<file path="src/rtl/alu_pkg.sv">
/* widths, word types and the opcode encoding shared by the ALU
   every RTL module and the testbench model import this package */
package alu_pkg;

    // width of one data byte on the A, B and result buses
    localparam int ALU_W = 8;

    // width of the opcode field coming from the control unit
    localparam int ALU_OP_W = 5;

    // one operand or result byte
    typedef logic [ALU_W-1:0] alu_word_t;

    // a result byte with its carry or borrow on top, bit ALU_W is the carry
    typedef logic [ALU_W:0] alu_wide_t;

    // full 32 entry opcode map, grouped in four banks of eight like the control ROM
    // divide, modulo, rotates and BCD keep their codes but have no logic behind them
    typedef enum logic [ALU_OP_W-1:0] {
        // bank 0: pass, negate, increment
        OP_ZERO          = 5'd0,
        OP_A             = 5'd1,
        OP_B             = 5'd2,
        OP_NEG_A         = 5'd3,
        OP_NEG_B         = 5'd4,
        OP_A_INC         = 5'd5,
        OP_B_INC         = 5'd6,
        OP_A_DEC         = 5'd7,

        // bank 1: decrement and the add/subtract group
        // the three carry ops fall back to 9..11 when carry-in is inactive
        OP_B_DEC         = 5'd8,
        OP_A_ADD_B       = 5'd9,
        OP_A_SUB_B       = 5'd10,
        OP_B_SUB_A       = 5'd11,
        OP_A_SUB_B_SMAG  = 5'd12,
        OP_A_ADD_B_C     = 5'd13,
        OP_A_SUB_B_C     = 5'd14,
        OP_B_SUB_A_C     = 5'd15,

        // bank 2: multiply, divide and shifts
        OP_MUL_LO        = 5'd16,
        OP_MUL_HI        = 5'd17,
        OP_DIV           = 5'd18,
        OP_MOD           = 5'd19,
        OP_LSL           = 5'd20,
        OP_LSR           = 5'd21,
        OP_ASR           = 5'd22,
        OP_ROL           = 5'd23,

        // bank 3: rotate, bitwise logic and BCD
        OP_ROR           = 5'd24,
        OP_AND           = 5'd25,
        OP_OR            = 5'd26,
        OP_XOR           = 5'd27,
        OP_NOT_A         = 5'd28,
        OP_NOT_B         = 5'd29,
        OP_BCD_ADD       = 5'd30,
        OP_BCD_SUB       = 5'd31
    } alu_op_e;

endpackage
</file>
<file path="src/rtl/alu.sv">
/* top level of the registered 8 bit ALU, wiring the arithmetic, shift/multiply and output units
   inputs are sampled on the rising clk edge and result and flags appear one cycle later */
module alu
    import alu_pkg::*;
(
    input  logic      clk,
    input  logic      arst_n,
    input  alu_word_t a,
    input  alu_word_t b,
    input  alu_op_e   alu_op,
    input  logic      flag_c_in_n,
    output alu_word_t result,
    output logic      flag_c_n,
    output logic      flag_z_n,
    output logic      flag_n_n,
    output logic      flag_o_n,
    output logic      flag_gt_n,
    output logic      flag_lt_n,
    output logic      flag_eq_n,
    output logic      flag_ne_n
);

    // unit results, each zero outside its own opcode group
    alu_wide_t arith_res;
    alu_wide_t shift_mul_res;

    // active high flags from the arithmetic unit
    logic      arith_ovf;
    logic      cmp_gt;
    logic      cmp_lt;
    logic      cmp_eq;

    alu_arith u_arith (
        .a           (a),
        .b           (b),
        .alu_op      (alu_op),
        .flag_c_in_n (flag_c_in_n),
        .arith_res   (arith_res),
        .arith_ovf   (arith_ovf),
        .cmp_gt      (cmp_gt),
        .cmp_lt      (cmp_lt),
        .cmp_eq      (cmp_eq)
    );

    alu_shift_mul u_shift_mul (
        .a             (a),
        .b             (b),
        .alu_op        (alu_op),
        .shift_mul_res (shift_mul_res)
    );

    // the only clocked part, it also owns the logic ops
    alu_output_stage u_output_stage (
        .clk           (clk),
        .arst_n        (arst_n),
        .a             (a),
        .b             (b),
        .alu_op        (alu_op),
        .arith_res     (arith_res),
        .shift_mul_res (shift_mul_res),
        .arith_ovf     (arith_ovf),
        .cmp_gt        (cmp_gt),
        .cmp_lt        (cmp_lt),
        .cmp_eq        (cmp_eq),
        .result        (result),
        .flag_c_n      (flag_c_n),
        .flag_z_n      (flag_z_n),
        .flag_n_n      (flag_n_n),
        .flag_o_n      (flag_o_n),
        .flag_gt_n     (flag_gt_n),
        .flag_lt_n     (flag_lt_n),
        .flag_eq_n     (flag_eq_n),
        .flag_ne_n     (flag_ne_n)
    );

endmodule

</file>
<file path="src/rtl/alu_output_stage.sv">
/* bitwise logic ops, merge of the unit results, flag derivation and the output register
   flags are active high inside and leave the register active low, one cycle after the inputs */
module alu_output_stage
    import alu_pkg::*;
(
    input  logic      clk,
    input  logic      arst_n,
    input  alu_word_t a,
    input  alu_word_t b,
    input  alu_op_e   alu_op,
    input  alu_wide_t arith_res,
    input  alu_wide_t shift_mul_res,
    input  logic      arith_ovf,
    input  logic      cmp_gt,
    input  logic      cmp_lt,
    input  logic      cmp_eq,
    output alu_word_t result,
    output logic      flag_c_n,
    output logic      flag_z_n,
    output logic      flag_n_n,
    output logic      flag_o_n,
    output logic      flag_gt_n,
    output logic      flag_lt_n,
    output logic      flag_eq_n,
    output logic      flag_ne_n
);

    // result of the bitwise ops, zero for every other opcode
    alu_word_t logic_res;

    // merged byte and the active high flags derived from it
    alu_word_t merged_res;
    logic      merged_c;
    logic      merged_z;
    logic      merged_n;
    logic      cmp_ne;

    // logic ops never produce a carry, so only the byte is formed here
    always_comb begin
        case (alu_op)
            OP_AND:   logic_res = a & b;
            OP_OR:    logic_res = a | b;
            OP_XOR:   logic_res = a ^ b;
            OP_NOT_A: logic_res = ~a;
            OP_NOT_B: logic_res = ~b;
            default:  logic_res = '0;
        endcase
    end

    // the opcode groups do not overlap and each unit drives zero outside its own,
    // so a plain OR acts as the result mux
    // unimplemented opcodes fall through every unit and come out as zero
    assign merged_res = arith_res[ALU_W-1:0] | shift_mul_res[ALU_W-1:0] | logic_res;
    assign merged_c   = arith_res[ALU_W] | shift_mul_res[ALU_W];

    // zero and negative always follow the byte that is actually output
    assign merged_z = (merged_res == '0);
    assign merged_n = merged_res[ALU_W-1];

    assign cmp_ne = ~cmp_eq;

    // flag latch of the host CPU, all flags go inactive (high) in reset
    always_ff @(posedge clk or negedge arst_n) begin
        if (!arst_n) begin
            result    <= '0;
            flag_c_n  <= 1'b1;
            flag_z_n  <= 1'b1;
            flag_n_n  <= 1'b1;
            flag_o_n  <= 1'b1;
            flag_gt_n <= 1'b1;
            flag_lt_n <= 1'b1;
            flag_eq_n <= 1'b1;
            flag_ne_n <= 1'b1;
        end else begin
            result    <= merged_res;
            flag_c_n  <= ~merged_c;
            flag_z_n  <= ~merged_z;
            flag_n_n  <= ~merged_n;
            // overflow only comes from the arithmetic unit
            flag_o_n  <= ~arith_ovf;
            flag_gt_n <= ~cmp_gt;
            flag_lt_n <= ~cmp_lt;
            flag_eq_n <= ~cmp_eq;
            flag_ne_n <= ~cmp_ne;
        end
    end

endmodule

</file>
<file path="src/rtl/alu_shift_mul.sv">
/* multiplier byte select and the three shifts by b, each with its carry-out
   purely combinational, the result is zero for opcodes outside this group */
module alu_shift_mul
    import alu_pkg::*;
(
    input  alu_word_t a,
    input  alu_word_t b,
    input  alu_op_e   alu_op,
    output alu_wide_t shift_mul_res
);

    // full 16 bit product, only one byte of it is returned per opcode
    logic [2*ALU_W-1:0] product;
    logic               prod_hi_nz;

    // left shift done nine bits wide, bit ALU_W ends up as the carry
    alu_wide_t          lsl_wide;

    // right shift results and the same shifts one step short
    alu_word_t          lsr_word;
    alu_word_t          asr_word;
    alu_word_t          lsr_pre;
    alu_word_t          asr_pre;
    alu_word_t          b_minus_1;

    // carry is the last bit pushed out on the right, none for a zero count
    logic               shift_nz;
    logic               lsr_carry;
    logic               asr_carry;

    assign product    = a * b;
    assign prod_hi_nz = (product[2*ALU_W-1:ALU_W] != '0);

    // bit 8 after the shift is whatever fell off the top of the byte
    // counts of nine or more shift everything out and leave carry clear
    assign lsl_wide = alu_wide_t'(a) << b;

    assign lsr_word = a >> b;
    assign asr_word = alu_word_t'($signed(a) >>> b);

    // b - 1 is only used when b is non-zero, so it never wraps in practice
    assign shift_nz  = (b != '0);
    assign b_minus_1 = b - 1'b1;

    // bit 0 one step before the final shift is the last bit lost
    assign lsr_pre = a >> b_minus_1;
    assign asr_pre = alu_word_t'($signed(a) >>> b_minus_1);

    assign lsr_carry = shift_nz & lsr_pre[0];
    assign asr_carry = shift_nz & asr_pre[0];

    always_comb begin
        case (alu_op)
            // low byte flags a non-zero high byte through carry so software
            // can tell when the full product needs the second op
            OP_MUL_LO: shift_mul_res = {prod_hi_nz, product[ALU_W-1:0]};
            OP_MUL_HI: shift_mul_res = {1'b0, product[2*ALU_W-1:ALU_W]};
            OP_LSL:    shift_mul_res = lsl_wide;
            OP_LSR:    shift_mul_res = {lsr_carry, lsr_word};
            // arithmetic shift keeps filling with the sign, so large counts give 0 or ff
            OP_ASR:    shift_mul_res = {asr_carry, asr_word};
            default:   shift_mul_res = '0;
        endcase
    end

endmodule

</file>
<file path="src/rtl/alu_arith.sv">
/* adder and subtractor unit with the carry-in bank swap, overflow and the operand comparator
   purely combinational, its result is zero for any opcode outside the arithmetic group */
module alu_arith
    import alu_pkg::*;
(
    input  alu_word_t a,
    input  alu_word_t b,
    input  alu_op_e   alu_op,
    input  logic      flag_c_in_n,
    output alu_wide_t arith_res,
    output logic      arith_ovf,
    output logic      cmp_gt,
    output logic      cmp_lt,
    output logic      cmp_eq
);

    // opcode after the carry-in bank swap
    alu_op_e   op_eff;

    // operands zero extended so bit ALU_W catches carry or borrow
    alu_wide_t a_wide;
    alu_wide_t b_wide;

    // operand and result sign bits used by the overflow rules
    logic      sign_a;
    logic      sign_b;
    logic      sign_r;

    // selects two's complement comparison instead of unsigned
    logic      signed_cmp;

    assign a_wide = {1'b0, a};
    assign b_wide = {1'b0, b};

    // with carry-in inactive the upper bank of carry ops behaves as the plain ops
    // this mirrors the control ROM trick of folding carry-in into the opcode
    always_comb begin
        op_eff = alu_op;
        if (flag_c_in_n) begin
            case (alu_op)
                OP_A_ADD_B_C: op_eff = OP_A_ADD_B;
                OP_A_SUB_B_C: op_eff = OP_A_SUB_B;
                OP_B_SUB_A_C: op_eff = OP_B_SUB_A;
                default:      op_eff = alu_op;
            endcase
        end
    end

    // all arithmetic is done nine bits wide, so a borrow shows up as bit ALU_W set
    always_comb begin
        case (op_eff)
            OP_A:            arith_res = a_wide;
            OP_B:            arith_res = b_wide;
            // negate is 0 - x, borrow is set for any non-zero operand
            OP_NEG_A:        arith_res = -a_wide;
            OP_NEG_B:        arith_res = -b_wide;
            OP_A_INC:        arith_res = a_wide + 1'b1;
            OP_B_INC:        arith_res = b_wide + 1'b1;
            OP_A_DEC:        arith_res = a_wide - 1'b1;
            OP_B_DEC:        arith_res = b_wide - 1'b1;
            OP_A_ADD_B:      arith_res = a_wide + b_wide;
            OP_A_SUB_B:      arith_res = a_wide - b_wide;
            OP_B_SUB_A:      arith_res = b_wide - a_wide;
            OP_A_SUB_B_SMAG: arith_res = a_wide - b_wide;
            // these are only reached with carry-in active, so the extra one is fixed
            OP_A_ADD_B_C:    arith_res = a_wide + b_wide + 1'b1;
            OP_A_SUB_B_C:    arith_res = a_wide - b_wide - 1'b1;
            OP_B_SUB_A_C:    arith_res = b_wide - a_wide - 1'b1;
            default:         arith_res = '0;
        endcase
    end

    assign sign_a = a[ALU_W-1];
    assign sign_b = b[ALU_W-1];
    assign sign_r = arith_res[ALU_W-1];

    // addition overflows when both operands share a sign and the result does not
    // subtraction overflows when left and right differ in sign and the result
    // takes the sign of the right operand
    always_comb begin
        case (op_eff)
            OP_A_ADD_B,
            OP_A_ADD_B_C:    arith_ovf = (sign_a == sign_b) && (sign_r != sign_a);
            OP_A_SUB_B,
            OP_A_SUB_B_C,
            OP_A_SUB_B_SMAG: arith_ovf = (sign_a != sign_b) && (sign_r == sign_b);
            OP_B_SUB_A,
            OP_B_SUB_A_C:    arith_ovf = (sign_b != sign_a) && (sign_r == sign_a);
            default:         arith_ovf = 1'b0;
        endcase
    end

    // the comparator looks at the raw operands, not at the arithmetic result
    // greater and less are unsigned unless the signed magnitude subtract is selected
    assign signed_cmp = (alu_op == OP_A_SUB_B_SMAG);

    assign cmp_eq = (a == b);
    assign cmp_gt = signed_cmp ? ($signed(a) > $signed(b)) : (a > b);
    assign cmp_lt = signed_cmp ? ($signed(a) < $signed(b)) : (a < b);

endmodule

</file>
<file path="config.mk">
export PLATFORM = sky130hd
export DESIGN_NAME = alu
export DESIGN_NICKNAME = d
export VERILOG_FILES = /design/src/rtl/alu_pkg.sv /design/src/rtl/alu.sv /design/src/rtl/alu_output_stage.sv /design/src/rtl/alu_shift_mul.sv /design/src/rtl/alu_arith.sv
export SDC_FILE = /design/constraint.sdc
export NUM_CORES = 1
export LEC_CHECK = 0
export BUFFER_PORTS_ARGS = -buffer_cell sky130_fd_sc_hd__buf_2
export CAP_MARGIN = 0
export CORE_MARGIN = 2
export CORE_UTILIZATION = 50
export CTS_CLUSTER_DIAMETER = 30
export CTS_CLUSTER_SIZE = 40
export DETAILED_ROUTE_END_ITERATION = 12
export PLACE_DENSITY = 0.67
export SETUP_SLACK_MARGIN = 0.2
export SLEW_MARGIN = 20
export SYNTH_ARGS = -nofsm -noshare
export SYNTH_HDL_FRONTEND = slang
export SYNTH_HIERARCHICAL = 1
export SYNTH_SLANG_ARGS = --single-unit
</file>
<file path="constraint.sdc">
create_clock -name clk -period 0.8 [get_ports clk]
set_clock_uncertainty 0.05 [all_clocks]
set_input_delay 0.04 -clock clk [delete_from_list [all_inputs] [get_ports clk]]
set_output_delay 0.04 -clock clk [all_outputs]
set_load 0.03 [all_outputs]
</file>
==> run summary <==
CTS max path bufs -> 2
CP arrival -> 5.18 ns
Syn avg cell area -> 7.29 um2
Die width -> 125 um
Most used cell, CP -> fa_1
Post-synth top flop -> dfstp_2
Post-route setup slack -> -4.27 ns
Top Ports -> 40
CTS Sinks -> 16
Initial antenna violation count -> 0
Max-cap violations -> 0
Area grow syn2layout -> 57.0%
Hold Vio Cnt, Final -> 0
Final Max Tran Viols -> 0
Count of cell types in the netlist -> 85
Share of post-route cells with drive strength above 1 -> 41.1%
DP Area -> 10200 um2
Net Count, Synth -> 1154
Tcrit/Tclk final -> 634%
Worst rel slew slack -> 55.1%
H-tree level count -> 1
Fin util -> 79.8%
FMAX -> 0.197 GHz
Peak supply drop -> 2.23 mV
WP depth -> 23
Ranking of synthesized cells by area -> ha_1 14%, fa_1 11%, inv_1 5.4%, nand2_1 4.8%, nor2_1 4.2%
Core Box Area -> 14500 um2
CTS tree -> yes
Layout net count -> 1500
Design Area, Final -> 11600 um2
Vias per cell -> 6.24
CTS root buf -> clkbuf_16
Fin cells -> 1539
CP max stage delay -> 0.61 ns
Initial core utilization -> 50.8%
Worst slew pin tran -> 0.666 ns
Post-synthesis cell area -> 7360 um2
# setup viols final -> 32
Worst Path Required -> 0.91 ns
Violated checks -> negative setup slack
FF+latch count, synth -> 16
Top cell type's share of synthesized area -> 13.8%
Leak pwr -> 5.54 nW
Die area -> 15700 um2
Post-Route WL -> 34300 um
Bufs and invs on worst path -> 7
Largest net degree at the start of global routing -> 36
Number of synthesized flops with an enable pin -> 0
Final min period -> 5.07 ns
RSZ-0062 raised after global routing -> yes
DR iter-0 viols -> 1135
Routed WL per cell -> 22.3 um
Clock slew seen by the registers of the worst setup and hold paths -> 0.05 ns
Cell count after synthesis -> 1010
First-pass GRT wire length -> 49300 um
Post-synthesis sequential area ratio -> 5.58%
HP Class -> in -> async
Fillers -> 982
GRT overflow -> 0
Area leader, netlist -> ha_1
First-pass iteration count of the detailed router -> 10
Status -> finished, violations left
FP Rows -> 44
Top-count cell post-synth -> inv_1
Crit-path slowest cell -> fa_1
Post-Place Worst Slack -> -4.46 ns
Placed insts -> 1495
Setup crit start -> a[3]
RePlAce Congestion -> 1.03
Maximum fanout along the worst path -> 5
Worst path top cell family by delay -> adder cells
Ant. Diodes -> 0
CP Launch Type -> primary input
Kind of critical path -> in -> reg
Most common library cells after synthesis -> 105 x inv_1, 95 x nand2_1, 82 x nor2_1
TNS Setup -> -51.77 ns
Residual DRC -> 0
CTS Buf Count -> 3
I/O Buffers -> 39
YS warnings -> 6
Die height -> 125 um
Fraction of registers with async set or reset after synthesis -> 100%
Cell chain of the critical path -> buf_8 -> buf_6 -> and2_4 -> fa_2 -> fa_1 -> fa_1 -> inv_2 -> fa_1 -> inv_2 -> ha_4 -> buf_6 -> nand3_4 -> o211ai_1 -> buf_4 -> o41ai_4 -> xor2_1 -> buf_4 -> o21ai_1 -> nor2_1 -> o21ai_1 -> a211o_1 -> nor4_4 -> or4b_1
Setup crit end kind -> flip-flop
Post-DP HPWL -> 24000 um
Power Density -> 1530 nW/um2
Overall Global Routing Usage -> 39.4%
DRT antenna net count -> 0
Vias in the first global route -> 8963
CP endpoint -> u_output_stage/flag_z_n
Vias -> 9607
[metrics by stage]
step,hold slack [ns],power [mW]
2_1_floorplan,-0.306,7.52
3_3_place_gp,-0.0931,12.0
3_5_place_dp,-0.0938,12.2
4_1_cts,0.185,15.2
5_1_grt,0.187,18.4
6_report,0.166,17.7
[per-layer routing]
metal  GRT usage, %  wire length, um  vias to the layer above
li1               -                -                     4282
met1           55.1            13600                     4545
met2           64.2            15800                      666
met3           4.96             3510                      114
met4           10.8             1360                        0
met5              0                0                        -
[power breakdown]
group | internal, mW | total [mW] | switching, mW | leakage (nW)
registers | 0.962 | 1.03 | 0.0714 | 0.181
logic | 7.37 | 15.6 | 8.24 | 5.31
clock network | 0.759 | 1.07 | 0.315 | 0.0442
[how the worst min path moves through the flow]
stage | start | to | slack (ns) | cells past startpoint
after detailed placement | arst_n | u_output_stage/result[0] | -0.09 | 1
after global placement | arst_n | u_output_stage/result[4] | -0.09 | 1
after global routing | arst_n | u_output_stage/result[6] | 0.19 | 2
final | arst_n | u_output_stage/result[6] | 0.17 | 2
after CTS | arst_n | u_output_stage/result[5] | 0.19 | 2
after floorplan | arst_n | u_output_stage/result[0] | -0.31 | 0
[final cells by class]
type | instances | area (um2) | share of cell area [%]
multi-input combinational | 824 | 6950 | 60.1
clock buffer | 4 | 88.8 | 0.768
tap | 184 | 230 | 1.99
sequential | 16 | 410 | 3.55
timing repair buffer | 405 | 3450 | 29.9
inverter | 106 | 425 | 3.68
[state kept, by name, indices dropped and copies added (netlist names)]
name / count
u_output_stage/flag_n_n: 1
u_output_stage/flag_ne_n: 1
u_output_stage/flag_lt_n: 1
u_output_stage/flag_gt_n: 1
u_output_stage/flag_eq_n: 1
u_output_stage/result: 8
u_output_stage/flag_o_n: 1
u_output_stage/flag_z_n: 1
u_output_stage/flag_c_n: 1
[what timing repair did]
| action | 4_1_cts | 5_1_grt |
|---|---|---|
| gates cloned | 1 | 0 |
| setup buffers | 22 | 16 |
| pin swaps | 53 | 53 |
| hold buffers | 1 | 0 |
| endpoints found under the setup margin | 32 | 48 |
| hold endpoints to repair | 16 | 0 |
| resized for setup | 138 | 92 |
[logic make-up after synthesis]
logic type	after synthesis	share of synthesized area, %
and+or+nand+nor	391	28.3
AOI/OAI and AO/OA	247	23.5
buffers and inverters	170	9.45
adders and majority gates	120	24.4
xor gates and xnor gates	43	5.12
muxes	23	3.69
DFF	16	5.58
[cell usage in the layout, fill, tap and decap left out, drive strengths merged, types with 11 or more instances in the layout]
| cell | Yosys | layout |
|---|---|---|
| a211oi | 18 | 18 |
| a21oi | 55 | 55 |
| and2 | 49 | 49 |
| and3 | 11 | 11 |
| buf | 25 | 401 |
| fa | 39 | 39 |
| ha | 81 | 81 |
| inv | 105 | 105 |
| mux2i | 17 | 17 |
| nand2 | 96 | 96 |
| nand2b | 11 | 11 |
| nand3 | 27 | 27 |
| nor2 | 84 | 84 |
| nor2b | 15 | 15 |
| nor3 | 32 | 32 |
| o21ai | 42 | 42 |
| o31ai | 13 | 13 |
| xnor2 | 27 | 27 |
| xor2 | 16 | 16 |
No activity file was read; power rests on OpenSTA's default activity.
